## src/design/vec_pkg.sv

```systemverilog
package vec_pkg;

	// Vector geometry
	localparam int VEC_LEN = 8;   // Elements per bank
	localparam int ELEM_W  = 8;   // Unsigned byte elements
	localparam int ADDR_W  = 3;   // Element index width
	localparam int RES_W   = 24;  // Fits eight 255*255 products

	// Index of the final element
	localparam logic [ADDR_W-1:0] LAST_ADDR = ADDR_W'(VEC_LEN - 1);

	// Command byte layout
	localparam int BANK_BIT = ELEM_W - 1;  // Bit 7 picks the bank
	localparam int OP_W     = 3;           // Opcode in bits 2 to 0

	// Opcodes as carried in the command byte
	typedef enum logic [OP_W-1:0] {
		OP_NONE  = 3'd0,  // Ignored
		OP_WRITE = 3'd1,  // Load VEC_LEN bytes into a bank
		OP_READ  = 3'd2,  // Dump one bank
		OP_SUM   = 3'd3,  // A + B per element
		OP_AVG   = 3'd4,  // (A + B) / 2 rounded down
		OP_EUC   = 3'd5,  // Sum of squared differences
		OP_MAN   = 3'd6,  // Sum of absolute differences
		OP_DOT   = 3'd7   // Sum of products
	} op_t;

	// Command held for the engine
	typedef struct packed {
		logic bank;  // 0 selects A, 1 selects B
		op_t  op;
	} cmd_t;

	// One memory write
	typedef struct packed {
		logic              bank;
		logic [ADDR_W-1:0] addr;
		logic [ELEM_W-1:0] data;
	} mem_wr_t;

	// Both operands at one address
	typedef struct packed {
		logic [ELEM_W-1:0] a;
		logic [ELEM_W-1:0] b;
	} elem_pair_t;

endpackage

```

## src/design/command_decoder.sv

```systemverilog
`timescale 1ns/100ps

module command_decoder (
	input  logic                        clk,
	input  logic                        reset,
	input  logic                        rx_valid,  // One-cycle byte strobe
	input  logic [vec_pkg::ELEM_W-1:0]  rx_data,
	input  logic                        op_done,   // Engine finished the command
	output logic                        cmd_valid, // Level, held until op_done
	output vec_pkg::cmd_t               cmd,
	output logic                        wr_en,     // Write strobe toward the banks
	output vec_pkg::mem_wr_t            wr
);
	import vec_pkg::*;

	typedef enum logic [1:0] {
		WAIT,    // Looking for a command byte
		DECODE,  // Engine command in flight
		LOAD     // Streaming write data into a bank
	} state_t;

	state_t state, next_state;

	op_t               rx_op;     // Opcode field of the current byte
	logic              rx_bank;   // Bank field of the current byte
	logic              wr_bank;   // Bank latched for the load
	logic [ADDR_W-1:0] load_cnt;  // Next element to be written
	cmd_t              cmd_q;

	// Split the byte into its fields
	assign rx_op   = op_t'(rx_data[OP_W-1:0]);
	assign rx_bank = rx_data[BANK_BIT];

	always_ff @(posedge clk) begin
		if (reset)
			state <= WAIT;
		else
			state <= next_state;
	end

	always_comb begin
		next_state = state;  // Hold by default
		case (state)
			WAIT: begin
				if (rx_valid) begin
					if (rx_op == OP_WRITE)
						next_state = LOAD;
					else if (rx_op != OP_NONE)
						next_state = DECODE;  // Any engine opcode
				end
			end
			DECODE: begin
				if (op_done)
					next_state = WAIT;  // cmd_valid drops next cycle
			end
			LOAD: begin
				if (rx_valid && load_cnt == LAST_ADDR)
					next_state = WAIT;  // Last data byte taken
			end
			default: next_state = WAIT;
		endcase
	end

	// Element counter for the load
	always_ff @(posedge clk) begin
		if (reset)
			load_cnt <= '0;
		else if (state != LOAD)
			load_cnt <= '0;
		else if (rx_valid)
			load_cnt <= load_cnt + 1'b1;  // Wraps to 0 after the last one
	end

	// Latch the load bank or the engine command
	always_ff @(posedge clk) begin
		if (state == WAIT && rx_valid) begin
			if (rx_op == OP_WRITE)
				wr_bank <= rx_bank;
			else if (rx_op != OP_NONE) begin
				cmd_q.bank <= rx_bank;
				cmd_q.op   <= rx_op;
			end
		end
	end

	assign cmd_valid = (state == DECODE);
	assign cmd       = cmd_q;

	// Data bytes go straight through in their strobe cycle
	assign wr_en   = (state == LOAD) && rx_valid;
	assign wr.bank = wr_bank;
	assign wr.addr = load_cnt;
	assign wr.data = rx_data;

	// Only engine opcodes reach the engine
	a_cmd_op_legal: assert property (@(posedge clk) disable iff (reset)
		cmd_valid |-> !(cmd.op inside {OP_NONE, OP_WRITE}))
		else $error("command_decoder: cmd_valid with non-engine opcode %0d", cmd.op);

	// A load stays in LOAD until its last element, then falls back to WAIT
	a_wr_in_load: assert property (@(posedge clk) disable iff (reset)
		wr_en |=> state == (($past(wr.addr) == LAST_ADDR) ? WAIT : LOAD))
		else $error("command_decoder: load did not end on its last element");

endmodule

```

## src/design/vector_bank.sv

```systemverilog
`timescale 1ns/100ps

module vector_bank (
	input  logic                        clk,
	input  logic                        wr_en,
	input  vec_pkg::mem_wr_t            wr,
	input  logic [vec_pkg::ADDR_W-1:0]  rd_addr,
	output vec_pkg::elem_pair_t         rd_data   // Valid one cycle after rd_addr
);
	import vec_pkg::*;

	// Bank storage, undefined until written
	logic [ELEM_W-1:0] mem_a [VEC_LEN];
	logic [ELEM_W-1:0] mem_b [VEC_LEN];

	// Single write port steered by the bank bit
	always_ff @(posedge clk) begin
		if (wr_en) begin
			if (wr.bank)
				mem_b[wr.addr] <= wr.data;
			else
				mem_a[wr.addr] <= wr.data;
		end
	end

	// Paired registered read
	// Both operands come back from one address
	always_ff @(posedge clk) begin
		rd_data.a <= mem_a[rd_addr];
		rd_data.b <= mem_b[rd_addr];
	end

	// Decoder counter must stay inside the bank
	a_wr_addr_range: assert property (@(posedge clk)
		wr_en |-> int'(wr.addr) < VEC_LEN)
		else $error("vector_bank: write address %0d out of range", wr.addr);

endmodule

```

## src/design/vector_coprocessor.sv

```systemverilog
`timescale 1ns/100ps

module vector_coprocessor (
	input  logic                        clk,
	input  logic                        reset,
	input  logic                        rx_valid,   // Byte strobe from the receiver
	input  logic [vec_pkg::ELEM_W-1:0]  rx_data,
	output logic                        res_valid,
	output logic [vec_pkg::RES_W-1:0]   res_data,
	output logic                        op_done
);
	import vec_pkg::*;

	// Decoder to engine
	logic cmd_valid;
	cmd_t cmd;

	// Decoder to banks
	logic    wr_en;
	mem_wr_t wr;

	// Engine to banks and back
	logic [ADDR_W-1:0] rd_addr;
	elem_pair_t        rd_data;

	command_decoder i_command_decoder (
		.clk       (clk),
		.reset     (reset),
		.rx_valid  (rx_valid),
		.rx_data   (rx_data),
		.op_done   (op_done),
		.cmd_valid (cmd_valid),
		.cmd       (cmd),
		.wr_en     (wr_en),
		.wr        (wr)
	);

	// Two-bank store between producer and consumer
	vector_bank i_vector_bank (
		.clk     (clk),
		.wr_en   (wr_en),
		.wr      (wr),
		.rd_addr (rd_addr),
		.rd_data (rd_data)
	);

	vector_engine i_vector_engine (
		.clk       (clk),
		.reset     (reset),
		.cmd_valid (cmd_valid),
		.cmd       (cmd),
		.rd_data   (rd_data),
		.rd_addr   (rd_addr),
		.res_valid (res_valid),
		.res_data  (res_data),
		.op_done   (op_done)
	);

endmodule

```

## src/design/vector_engine.sv

```systemverilog
`timescale 1ns/100ps

module vector_engine (
	input  logic                        clk,
	input  logic                        reset,
	input  logic                        cmd_valid,
	input  vec_pkg::cmd_t               cmd,
	input  vec_pkg::elem_pair_t         rd_data,
	output logic [vec_pkg::ADDR_W-1:0]  rd_addr,
	output logic                        res_valid,
	output logic [vec_pkg::RES_W-1:0]   res_data,
	output logic                        op_done    // With the last res_valid
);
	import vec_pkg::*;

	typedef enum logic [1:0] {
		IDLE,   // Waiting for cmd_valid
		RUN,    // Issuing addresses
		DRAIN   // Pipeline emptying
	} state_t;

	state_t state;

	logic [ADDR_W-1:0]   addr_cnt;
	logic                rd_vld_d;   // rd_data holds a live pair
	logic                rd_last_d;  // That pair is the last element
	logic                is_reduce;  // Single-result opcodes
	logic [ELEM_W:0]     sum_ab;     // Carry kept
	logic [ELEM_W-1:0]   diff_ab;    // |a - b|
	logic [2*ELEM_W-1:0] sq_ab;
	logic [2*ELEM_W-1:0] prod_ab;
	logic [ELEM_W-1:0]   sel_elem;   // Element of the chosen bank
	logic [RES_W-1:0]    val;        // Per-element result
	logic [RES_W-1:0]    acc;

	always_ff @(posedge clk) begin
		if (reset) begin
			state    <= IDLE;
			addr_cnt <= '0;
		end else begin
			case (state)
				IDLE: begin
					addr_cnt <= '0;
					if (cmd_valid)
						state <= RUN;
				end
				RUN: begin
					addr_cnt <= addr_cnt + 1'b1;  // Back to 0 after the last
					if (addr_cnt == LAST_ADDR)
						state <= DRAIN;
				end
				DRAIN: begin
					if (op_done)
						state <= IDLE;  // Decoder drops cmd_valid on the same edge
				end
				default: state <= IDLE;
			endcase
		end
	end

	assign rd_addr = addr_cnt;

	// Match the one-cycle bank latency
	always_ff @(posedge clk) begin
		if (reset) begin
			rd_vld_d  <= 1'b0;
			rd_last_d <= 1'b0;
		end else begin
			rd_vld_d  <= (state == RUN);
			rd_last_d <= (state == RUN) && (addr_cnt == LAST_ADDR);
		end
	end

	assign is_reduce = cmd.op inside {OP_EUC, OP_MAN, OP_DOT};

	// Arithmetic on the returned pair
	assign sum_ab   = {1'b0, rd_data.a} + {1'b0, rd_data.b};
	assign diff_ab  = (rd_data.a > rd_data.b) ? rd_data.a - rd_data.b
	                                          : rd_data.b - rd_data.a;
	assign sq_ab    = diff_ab * diff_ab;
	assign prod_ab  = rd_data.a * rd_data.b;
	assign sel_elem = cmd.bank ? rd_data.b : rd_data.a;

	always_comb begin
		case (cmd.op)
			OP_READ: val = RES_W'(sel_elem);
			OP_SUM:  val = RES_W'(sum_ab);
			OP_AVG:  val = RES_W'(sum_ab[ELEM_W:1]);  // Floor of half
			OP_EUC:  val = RES_W'(sq_ab);
			OP_MAN:  val = RES_W'(diff_ab);
			OP_DOT:  val = RES_W'(prod_ab);
			default: val = '0;
		endcase
	end

	// Reduction accumulator
	always_ff @(posedge clk) begin
		if (state == IDLE && cmd_valid)
			acc <= '0;  // Fresh start per command
		else if (rd_vld_d)
			acc <= acc + val;
	end

	// Result payload
	always_ff @(posedge clk) begin
		if (rd_vld_d)
			res_data <= is_reduce ? acc + val : val;  // Includes the last element
	end

	always_ff @(posedge clk) begin
		if (reset) begin
			res_valid <= 1'b0;
			op_done   <= 1'b0;
		end else begin
			res_valid <= rd_vld_d && (!is_reduce || rd_last_d);  // Every stage or only the last
			op_done   <= rd_vld_d && rd_last_d;
		end
	end

	// Results only while a command is active
	a_no_res_idle: assert property (@(posedge clk) disable iff (reset)
		res_valid |-> state != IDLE)
		else $error("vector_engine: res_valid while idle");

	a_done_with_res: assert property (@(posedge clk) disable iff (reset)
		op_done |-> res_valid)
		else $error("vector_engine: op_done without res_valid");

	// One completion per command
	a_done_single: assert property (@(posedge clk) disable iff (reset)
		op_done |=> !op_done)
		else $error("vector_engine: op_done held for two cycles");

endmodule

```

## config.mk

```make
export PLATFORM = sky130hd
export DESIGN_NAME = vector_coprocessor
export DESIGN_NICKNAME = d
export VERILOG_FILES = /design/src/design/vec_pkg.sv /design/src/design/command_decoder.sv /design/src/design/vector_bank.sv /design/src/design/vector_coprocessor.sv /design/src/design/vector_engine.sv
export SDC_FILE = /design/constraint.sdc
export NUM_CORES = 1
export LEC_CHECK = 0
export ABC_CLOCK_PERIOD_IN_PS = 8700
export BUFFER_PORTS_ARGS = -buffer_cell sky130_fd_sc_hd__buf_4
export CORE_MARGIN = 4
export CORE_UTILIZATION = 64
export CTS_CLUSTER_DIAMETER = 80
export CTS_CLUSTER_SIZE = 12
export DETAILED_ROUTE_END_ITERATION = 10
export HOLD_SLACK_MARGIN = 0.12
export PLACE_DENSITY = 0.81
export SETUP_SLACK_MARGIN = 0.4
export SYNTH_ARGS = -nofsm -noshare
export SYNTH_HDL_FRONTEND = slang
export SYNTH_HIERARCHICAL = 1
export SYNTH_SLANG_ARGS = --single-unit
```

## constraint.sdc

```tcl
create_clock -name clk -period 8.7 [get_ports clk]
set_input_delay 0.87 -clock clk [delete_from_list [all_inputs] [get_ports clk]]
set_output_delay 0.87 -clock clk [all_outputs]
set_load 0.02 [all_outputs]
```

==> results of run 1 <==
-- Yosys cell counts (11+ instances only) --
library cell  count
nand2b_1         12
a21o_1           21
nand2_1          68
dfxtp_1          54
o211ai_1         17
inv_1           122
a211oi_1         15
nor2_1          149
mux4_1           28
o21ai_0          43
edfxtp_1        157
nor3_1           23
xnor2_1          21
nand3_1          11
mux2_2           19
o21a_1           13
xor2_1           36
clkbuf_1         28
fa_1             64
mux2i_1          29
ha_1            109
a21oi_1          44
-- repair_timing --
item | 4_1_cts | 5_1_grt
resized for setup | 2 | 30
gates cloned | 0 | 1
setup endpoints to repair | 5 | 27
buffers inserted | 0 | 8
pin swaps | 0 | 12
-- final timing paths --
kind / end / slack, ns / depth (start not counted)
hold / removal: i_command_decoder/state[1] / 0.51 / 1
setup reg to reg: i_vector_engine/acc[15] / 0.57 / 31
setup / recovery: i_vector_engine/acc[15] / 0.57 / 31
hold reg to reg: i_command_decoder/state[1] / 0.51 / 1
-- worst reg2reg max path: cells and delay by family (launching register included) --
kind                     cells  cell delay [ns]
flip-flops                   1             0.36
buffers and inverters        6             0.51
adder cells (fa/ha/maj)      8             3.38
XOR/XNOR                     3             0.54
AO/OA/AOI/OAI                9             2.32
multiplexers                 2             0.37
AND/OR/NAND/NOR              3             0.56
-- area by class of cell --
cell class / instances / share of cell area
inverters: 124 / 0.0301
well taps: 275 / 0.0223
flip-flops and latches: 211 / 0.375
repair buffers: 78 / 0.0379
clock buffers: 36 / 0.0376
multi-input cells: 858 / 0.497
clock inverters: 1 / 0.000486
-- flip-flops by register name, indices dropped and copies added, names as in the netlist --
name                        flops
i_vector_engine/rd_addr         3
i_vector_engine/res_data       24
i_command_decoder/state         2
i_command_decoder/cmd           4
i_vector_engine/rd_vld_d        1
i_vector_bank/rd_data          16
i_vector_engine/op_done         1
i_vector_bank/mem_a            64
i_vector_engine/res_valid       1
i_vector_engine/rd_last_d       1
i_vector_engine/acc            24
i_command_decoder/wr_bank       1
i_vector_engine/state           2
i_vector_bank/mem_b            64
i_command_decoder/load_cnt      3
-- routing by layer --
metal | GRT usage | vias up | part of all wire
met2 | 0.443 | 399 | 0.49
met1 | 0.372 | 4841 | 0.42
met5 | 0 | - | 0
met4 | 0.0698 | 0 | 0.026
met3 | 0.0227 | 70 | 0.061
li1 | - | 4559 | -
-- metrics by stage --
stage	total power, mW	hold WS, ns	worst slack (ns)
2_1_floorplan	2.60	0.450	1.07
3_3_place_gp	2.99	0.472	0.557
3_5_place_dp	3.03	0.493	0.276
4_1_cts	3.86	0.499	0.470
5_1_grt	4.25	0.531	0.239
6_report	3.99	0.507	0.569
-- cells by family after synthesis --
| logic type | count (synthesis) |
|---|---|
| and+or+nand+nor | 324 |
| muxes | 81 |
| DFF | 211 |
| xor gates and xnor gates | 59 |
| buffers and inverters | 178 |
| AOI/OAI and AO/OA | 220 |
| adders and majority gates | 173 |
-- power by group --
part           leakage [nW]  switching, mW  internal (mW)  total (mW)
clock                 0.277          0.352          0.452       0.804
combinational          4.29           1.21          0.815        2.03
sequential             1.87         0.0362           1.13        1.16
==> out/qor.yml, run 1 <==
outcome:
  outcome: "completed"
timing:
  setup_tns_ns: 0
  max_freq_ghz: 0.123
  final_hold_viol_count: 0
  rsz0062_at_grt: "no"
  maxSlewViolCount: 0
  fin_worst_skew_ns: 0.0117
  min_period_ns: 8.13
  worst_slew_pin_slew_ns: 1.32
  setup_viol: 0
  post-route-period-util: 0.935
  relSlewSlack: 0.115
critical_path:
  slowest_delay_ns: 0.56
  startpoint: "i_vector_bank/rd_data[8]"
  cp.required_ns: 9.08
  cp-end-kind: "flip-flop"
  crit_path_start_kind: "flip-flop"
  crit_path_top_delay_cell: "fa_1"
  worstPathMaxFanout: 11
  cp_top_family: "adder cells"
  crit_arrival_ns: 8.51
  r2r_start: "i_vector_bank/rd_data[8]"
  path_buf_inv: 6
  path_common_cell: "fa_1"
  critical_path_class: "reg2reg"
cells_and_area:
  regArea_um2: 5800
  final_common_cell: "edfxtp_1"
  syn2layout_area_growth_pct: 9.96
  stdcell_area_um2: 15500
  layout_common_cells: "edfxtp_1 (157), nor2_1 (149), inv_1 (121)"
  fin_util: 0.726
  multi_input_area_um2: 7680
  nNetsFinal: 1478
  fin_cells: 1583
  nFillCells: 1407
  drive_gt1_frac: 0.130
  diodes: 0
die:
  fp-row-count: 53
  die_x_um: 156
  core_um2: 21300
  io_pins: 37
  fp.dieH_um: 156
  initial_core_util: 0.661
  die_area_um2: 24400
global_routing:
  grt_max_degree: 61
  grt_pass1_wl_um: 50900
  gr-usage-all-layers: 0.263
  antenna_found_initial: 0
  grt_overflow: 0
  grt_pass1_vias: 9459
route:
  firstDrtPassIters: 8
  wl_per_cell_um: 20.6
  ant_nets: 0
  route.detailed.drc: 0
  drtIter0Drc: 1071
  drt_wl_total_um: 32700
  num_vias: 9869
  viasPerCell: 6.23
logic_synthesis:
  netlist_instances: 1246
  synth_xor_area_frac: 0.0378
  synth-async-reset-ratio: 0
  synth_area_um2: 14100
  yosys.area_share.simple: 0.106
  synth_mux_area_frac: 0.0956
  yosys.area_share.adder: 0.188
  yosys_warnings: 6
  synth.distinct_cells: 77
  synth_area_leader_cell: "edfxtp_1"
  ys_seq_area_frac: 0.412
  syn-num-nets: 1430
  yosysTopAreaCellShare: 0.335
  netlist_top_cells_area: "edfxtp_1 (34%), ha_1 (9.7%), fa_1 (9.1%)"
  synth_top_family_by_area: "adder cells"
  ys_ff_latch: 211
  synth_edf_count: 157
  ys.flop_type: "edfxtp_1"
  syn_avg_cell_area_um2: 11.3
  synth_compound_area_frac: 0.107
clocking:
  clk_latency_ns: 0.49
  clockBufferDepth: 3
  clock-sinks: 211
  numCtsBuffers: 21
  htreeDepth: 1
  clockRootBuffer: "clkbuf_16"
  cts_tree: "built"
  clk_pin_slew_ns: 0.06
  holdBufCountCts: 0
placed_design:
  dp.cells: 1537
  dpl.hpwl_um: 22900
  placed_area_um2: 14700
  gp_congestion: 0.953
  port_buffers: 36
power_and_ir_drop:
  powerDensity_nw_per_um2: 258
  p_leak_nw: 6.43
  irDropWorstVdd_mv: 0.209
job:
  max-cap-violations: 0
worst_hold_path:
  hold_path.class: "reg2reg"
  worst_hold_startpoint: "i_command_decoder/state[0]"
(Power assumes the default switching activity.)
==> run 2: changes to the inputs <==
--- a/config.mk
+++ b/config.mk
@@ -14,7 +14,9 @@
 export DETAILED_ROUTE_END_ITERATION = 10
 export HOLD_SLACK_MARGIN = 0.12
 export PLACE_DENSITY = 0.81
+export RECOVER_POWER = 100
 export SETUP_SLACK_MARGIN = 0.4
+export SLEW_MARGIN = 20
 export SYNTH_ARGS = -nofsm -noshare
 export SYNTH_HDL_FRONTEND = slang
 export SYNTH_HIERARCHICAL = 1
==> out/qor.yml, run 2 (synthesized netlist as in run 1, its figures left out) <==
outcome:
  outcome: "finished, violations left"
  violations: "capacitance limit, slew limit"
worst_hold_path:
  hold_path.class: "reg2reg"
timing:
  timing.hold.ws_ns: 0.510  # +0.00326 ns
  max_freq_ghz: 0.123  # about the same
  setup_tns_ns: 0  # unchanged
  layout_setup_ws_ns: 0.575  # +0.00598 ns
  relSlewSlack: -1.00  # -1.12
  post-route-period-util: 0.934  # about the same
  min_period_ns: 8.13  # -0.00598 ns
  maxSlewViolCount: 97  # +97
  worst_slew_pin_slew_ns: 3.00  # +1.69 ns
  final_hold_viol_count: 0  # unchanged
  fin_worst_skew_ns: 0.0119  # +0.000217 ns
  setup_viol: 0  # unchanged
  rsz0062_at_grt: "no"
die:
  fp.dieH_um: 156  # unchanged
  fp-row-count: 53  # unchanged
  io_pins: 37  # unchanged
  initial_core_util: 0.661  # unchanged
  core_um2: 21300  # unchanged
  die_x_um: 156  # unchanged
  die_area_um2: 24400  # unchanged
power_and_ir_drop:
  seq_power_share: 0.292  # about the same
  clkPwrFrac: 0.202  # about the same
  fin_total_pwr_mw: 3.98  # -0.32%
  swShare: 0.400  # about the same
  irDropWorstVdd_mv: 0.207  # -0.68%
  p_leak_nw: 6.26  # -2.7%
  p_int_mw: 2.39  # -0.31%
  combPwrFrac: 0.506  # about the same
  p_switching_mw: 1.59  # -0.32%
  powerDensity_nw_per_um2: 260  # +0.80%
global_routing:
  grt_pass1_vias: 9459  # unchanged
  grt_pass1_wl_um: 50900  # unchanged
  gr-usage-all-layers: 0.263  # unchanged
  grt_overflow: 0  # unchanged
  grt_max_degree: 61  # unchanged
  antenna_found_initial: 0  # unchanged
critical_path:
  crit_arrival_ns: 8.50  # about the same
  crit_end: "i_vector_engine/acc[15]"
  startpoint: "i_vector_bank/rd_data[8]"
  crit_path_top_delay_cell: "fa_1"
  cp-end-kind: "flip-flop"
  r2r_end: "i_vector_engine/acc[15]"
  r2r_slack_ns: 0.57  # about the same
  crit_path_start_kind: "flip-flop"
  slowest_delay_ns: 0.55  # about the same
  worstPathMaxFanout: 11  # unchanged
  reg2regPathDepth: 30  # -3.2%
  path_common_cell: "fa_1"
  r2r_start: "i_vector_bank/rd_data[8]"
  critical_path_class: "reg2reg"
  cp.required_ns: 9.08  # about the same
clocking:
  clockBufferDepth: 3  # unchanged
  clock-sinks: 211  # unchanged
  clk_latency_ns: 0.49  # about the same
  clk_pin_slew_ns: 0.06  # about the same
  htreeDepth: 1  # unchanged
  clockRootBuffer: "clkbuf_16"
  numCtsBuffers: 21  # unchanged
  holdBufCountCts: 0  # unchanged
  cts_tree: "built"
cells_and_area:
  fin_util: 0.718  # -0.00805
  final_common_cell: "edfxtp_1"
  drive_gt1_frac: 0.0925  # -0.0375
  stdcell_area_um2: 15300  # -1.1%
  syn2layout_area_growth_pct: 8.74
  fin_cells: 1583  # unchanged
  nFillCells: 1455  # +3.4%
  nNetsFinal: 1478  # unchanged
  layout_common_cells: "edfxtp_1 (157), nor2_1 (149), inv_1 (122)"
  diodes: 0  # unchanged
  top_regs: "i_vector_bank/mem_a (64), i_vector_bank/mem_b (64)"
placed_design:
  dpl.hpwl_um: 22900  # unchanged
  port_buffers: 36  # unchanged
  gp_congestion: 0.953  # unchanged
  post-place-ws_ns: 0.276  # unchanged
  placed_area_um2: 14700  # unchanged
  dp.cells: 1537  # unchanged
job:
  max-cap-violations: 2  # +2
route:
  ant_nets: 0  # unchanged
  num_vias: 9865  # -0.041%
  wl_per_cell_um: 20.7  # +0.25%
  drt_wl_total_um: 32700  # +0.25%
  drtIter0Drc: 1092  # +2.0%
  firstDrtPassIters: 6  # -2
  viasPerCell: 6.23  # about the same
  route.detailed.drc: 0  # unchanged
==> run 2: area by class of cell <==
type	instances	area (µm²)	area share
clock buffer	36	582	0.0380
clock inverter	1	7.51	0.000491
inverter	124	465	0.0304
multi-input combinational	858	7660	0.501
sequential	211	5800	0.379
tap	275	344	0.0225
timing repair buffer	78	432	0.0282
==> run 2: metal layers <==
layer	vias to the layer above	GRT usage	part of all wire
met5	-	0	0
met4	0	0.0698	0.025
met3	62	0.0227	0.064
met2	415	0.443	0.49
met1	4822	0.372	0.42
li1	4566	-	-
==> run 2: worst min-delay path by stage <==
stage / end / slack [ns] / startpoint / cells past startpoint
final: i_vector_engine/res_valid / 0.51 / i_vector_engine/rd_last_d / 2
after global routing: i_command_decoder/state[1] / 0.53 / i_command_decoder/state[0] / 1
after CTS: i_vector_engine/res_valid / 0.50 / i_vector_engine/rd_last_d / 2
after detailed placement: i_vector_engine/acc[7] / 0.49 / i_vector_engine/acc[7] / 2
after global placement: i_vector_engine/acc[8] / 0.47 / i_vector_engine/acc[8] / 2
after floorplan: i_command_decoder/state[1] / 0.45 / i_command_decoder/state[0] / 1
==> run 2: what timing repair did <==
| action | CTS | global route |
|---|---|---|
| pin swaps | 0 | 12 |
| cloned | 0 | 1 |
| setup buffers | 0 | 8 |
| setup endpoints to repair | 5 | 27 |
| resized for setup | 2 | 30 |
==> run 2: critical path: cells and delay by family, from the launching register on <==
family / cells / cell delay [ns]
buffers and inverters: 6 / 0.77
muxes: 2 / 0.36
xor gates and xnor gates: 2 / 0.43
AOI/OAI and AO/OA: 10 / 2.43
and+or+nand+nor: 2 / 0.22
DFF: 1 / 0.35
adders and majority gates: 8 / 3.43
==> run 2: power groups by stage <==
stage	Sequential (mW)	Combinational, mW	Clock, mW
after detailed placement	1.18	1.85	0
final	1.16	2.01	0.805
after floorplan	1.18	1.42	0
after global placement	1.18	1.82	0
after global routing	1.17	2.20	0.864
after CTS	1.16	1.88	0.817
==> run 3: changes to the inputs <==
--- a/config.mk
+++ b/config.mk
@@ -5,6 +5,7 @@
 export SDC_FILE = /design/constraint.sdc
 export NUM_CORES = 1
 export LEC_CHECK = 0
+export ABC_AREA = 1
 export ABC_CLOCK_PERIOD_IN_PS = 8700
 export BUFFER_PORTS_ARGS = -buffer_cell sky130_fd_sc_hd__buf_4
 export CORE_MARGIN = 4
@@ -12,6 +13,7 @@
 export CTS_CLUSTER_DIAMETER = 80
 export CTS_CLUSTER_SIZE = 12
 export DETAILED_ROUTE_END_ITERATION = 10
+export GPL_ROUTABILITY_DRIVEN = 0
 export HOLD_SLACK_MARGIN = 0.12
 export PLACE_DENSITY = 0.81
 export RECOVER_POWER = 100
==> out/qor.yml, run 3 <==
logic_synthesis:
  yosysTopAreaCellShare: 0.308  # -0.0268
  syn_avg_cell_area_um2: 8.03  # -29%
  synth-async-reset-ratio: 0  # unchanged
  ys_seq_area_frac: 0.379  # -0.0329
  yosys_warnings: 6  # unchanged
  synth_area_um2: 15300  # +8.7%
  netlist_instances: 1903  # +53%
  synth.distinct_cells: 54  # -30%
  netlist_top_cells_area: "edfxtp_1 (31%), nand2_1 (13%), inv_1 (9.7%)"
  yosysMostFrequentCell: "nand2_1"
  ys.flop_type: "edfxtp_1"
  syn-num-nets: 2087  # +46%
  synth_area_leader_cell: "edfxtp_1"
  synth_edf_count: 157  # unchanged
  synth.top_cells.by_count: "nand2_1 (526), inv_1 (395), edfxtp_1 (157)"
  ys_ff_latch: 211  # unchanged
timing:
  relSlewSlack: -1.05  # -0.0435
  setup_viol: 0  # unchanged
  timing.hold.ws_ns: 0.450  # -0.0602 ns
  setup_tns_ns: 0  # unchanged
  worst_slew_pin_slew_ns: 3.07  # +0.0652 ns
  maxSlewViolCount: 188  # +94%
  rsz0062_at_grt: "no"
  fin_worst_skew_ns: 0.0111  # -0.000868 ns
  final_hold_viol_count: 0  # unchanged
  max_freq_ghz: 0.128  # +4.2%
  min_period_ns: 7.80  # -0.324 ns
  post-route-period-util: 0.897  # -0.0373
worst_hold_path:
  worst_hold_startpoint: "i_vector_engine/rd_last_d"
  hold_path_end: "i_vector_engine/op_done"
  hold_path.class: "reg2reg"
  holdPathStages: 2  # unchanged
route:
  drt_wl_total_um: 34800  # +6.4%
  viasPerCell: 5.49  # -12%
  ant_nets: 0  # unchanged
  num_vias: 12300  # +25%
  firstDrtPassIters: 6  # unchanged
  route.detailed.drc: 0  # unchanged
  wl_per_cell_um: 15.5  # -25%
  drtIter0Drc: 1214  # +11%
cells_and_area:
  regArea_um2: 5800  # about the same
  layout_common_cells: "nand2_1 (531), inv_1 (396), edfxtp_1 (157)"
  syn2layout_area_growth_pct: 5.01
  final_common_cell: "nand2_1"
  multi_input_area_um2: 7530  # -1.7%
  fin_util: 0.684  # -0.0346
  nNetsFinal: 2090  # +41%
  top_regs: "i_vector_bank/mem_a (64), i_vector_bank/mem_b (64)"
  drive_gt1_frac: 0.0370  # -0.0555
  nFillCells: 1868  # +28%
power_and_ir_drop:
  powerDensity_nw_per_um2: 389  # +49%
  p_leak_nw: 8.09  # +29%
  irDropWorstVdd_mv: 0.564  # +170%
die:
  core_um2: 23500  # +10%
  fp-row-count: 56  # +5.7%
  die_area_um2: 26400  # +8.2%
  fp.dieH_um: 163  # +4.0%
  io_pins: 37  # unchanged
  initial_core_util: 0.651  # -0.00949
  die_x_um: 163  # +4.0%
critical_path:
  reg2regPathDepth: 36  # +20%
  path_common_cell: "nand2_1"
  slowest_delay_ns: 0.66  # +0.11 ns
  cp-end-kind: "flip-flop"
  r2r_start: "i_vector_bank/rd_data[1]"
  startpoint: "i_vector_bank/rd_data[1]"
  crit_arrival_ns: 8.19  # -0.31 ns
  r2r_end: "i_vector_engine/acc[16]"
  crit_path_start_kind: "flip-flop"
  r2r_slack_ns: 0.90  # +0.32 ns
  crit_path_top_delay_cell: "dfxtp_1"
  cp.required_ns: 9.09  # about the same
  worstPathMaxFanout: 13  # +2
  critical_path_class: "reg2reg"
global_routing:
  grt_max_degree: 68  # +11%
  grt_pass1_vias: 12100  # +28%
  antenna_found_initial: 0  # unchanged
  grt_overflow: 0  # unchanged
  grt_pass1_wl_um: 57700  # +13%
  gr-usage-all-layers: 0.267  # +0.00485
clocking:
  numCtsBuffers: 21  # unchanged
  clockBufferDepth: 3  # unchanged
  htreeDepth: 1  # unchanged
  clk_latency_ns: 0.49  # about the same
  clock-sinks: 211  # unchanged
  post-cts-setup-buffers: 0  # unchanged
  cts_tree: "built"
  holdBufCountCts: 0  # unchanged
  cts_resized: 0  # -2
  clk_pin_slew_ns: 0.06  # about the same
  clockRootBuffer: "clkbuf_16"
outcome:
  outcome: "finished, violations left"
  violations: "capacitance limit, slew limit"
job:
  max-cap-violations: 3  # +1
placed_design:
  port_buffers: 36  # unchanged
  dpl.hpwl_um: 25200  # +10%
-- run 3: changes by cell type after synthesis, sizes merged, moves of 15 or more --
cell | before | now
inv | 123 | 406
mux4 | 32 | 0
a21o | 21 | 2
nand3 | 11 | 153
nand4 | 6 | 21
buf | 25 | 41
mux2i | 30 | 1
a21oi | 45 | 81
nor2 | 149 | 112
a211oi | 16 | 0
mux2 | 19 | 0
nand2 | 68 | 549
-- run 3: cells by family after synthesis --
logic type               synth area share
AO/OA/AOI/OAI                      0.0539
XOR/XNOR                           0.0223
adder cells (fa/ha/maj)             0.173
buffers and inverters               0.126
flip-flops                          0.379
multiplexers                     0.000655
AND/OR/NAND/NOR                     0.245
-- run 3: final cells by class --
class                           count  share of cell area
Clock buffer                       36              0.0363
Multi-Input combinational cell   1220               0.469
Antenna cell                        1            0.000156
Sequential cell                   211               0.361
Timing Repair Buffer               42              0.0108
Inverter                          410              0.0966
Clock inverter                      2            0.000936
Tap cell                          319              0.0249
-- run 3: how the worst max path moves through the flow --
stage	slack, ns	depth (start not counted)	end
finish	0.90	36	i_vector_engine/acc[16]
global route	0.23	37	i_vector_engine/res_data[15]
CTS	1.13	34	i_vector_engine/res_data[16]
detailed placement	1.18	34	i_vector_engine/res_data[16]
global placement	1.44	34	i_vector_engine/res_data[16]
floorplan	1.89	38	i_vector_engine/res_data[15]
-- run 3: worst max-delay path, delay by kind of cell (launching register included) --
family | cells | cell delay, ns
fa+ha+maj | 7 | 3.30
simple gates | 15 | 1.82
compound gates | 6 | 1.13
flops | 1 | 0.66
buf+inv | 7 | 0.53
xor+xnor | 1 | 0.24
-- run 3: per-stage QoR --
stage                     std cells  power [mW]  setup WS [ns]  cell area, µm²
after global placement         2202        5.23           1.44           15600
after floorplan                1903        4.41           1.89           15300
after detailed placement       2202        5.41           1.18           15600
final                          2241        6.24          0.899           16000
after CTS                      2240        6.24           1.13           16200
after global routing           2240        6.88          0.232           16000
-- run 3: routing by layer --
| metal | vias to the layer above | wire length, µm | track usage |
|---|---|---|---|
| met2 | 530 | 17000 | 0.462 |
| met5 | - | 0 | 0 |
| met3 | 90 | 2440 | 0.0294 |
| li1 | 5929 | - | - |
| met1 | 5760 | 14400 | 0.357 |
| met4 | 0 | 1010 | 0.0862 |
-- run 3: power by group --
group / switching [mW] / leakage [nW] / internal (mW)
logic: 2.66 / 5.93 / 1.56
clock network: 0.349 / 0.286 / 0.454
registers: 0.0564 / 1.87 / 1.16
total: 3.07 / 8.09 / 3.17
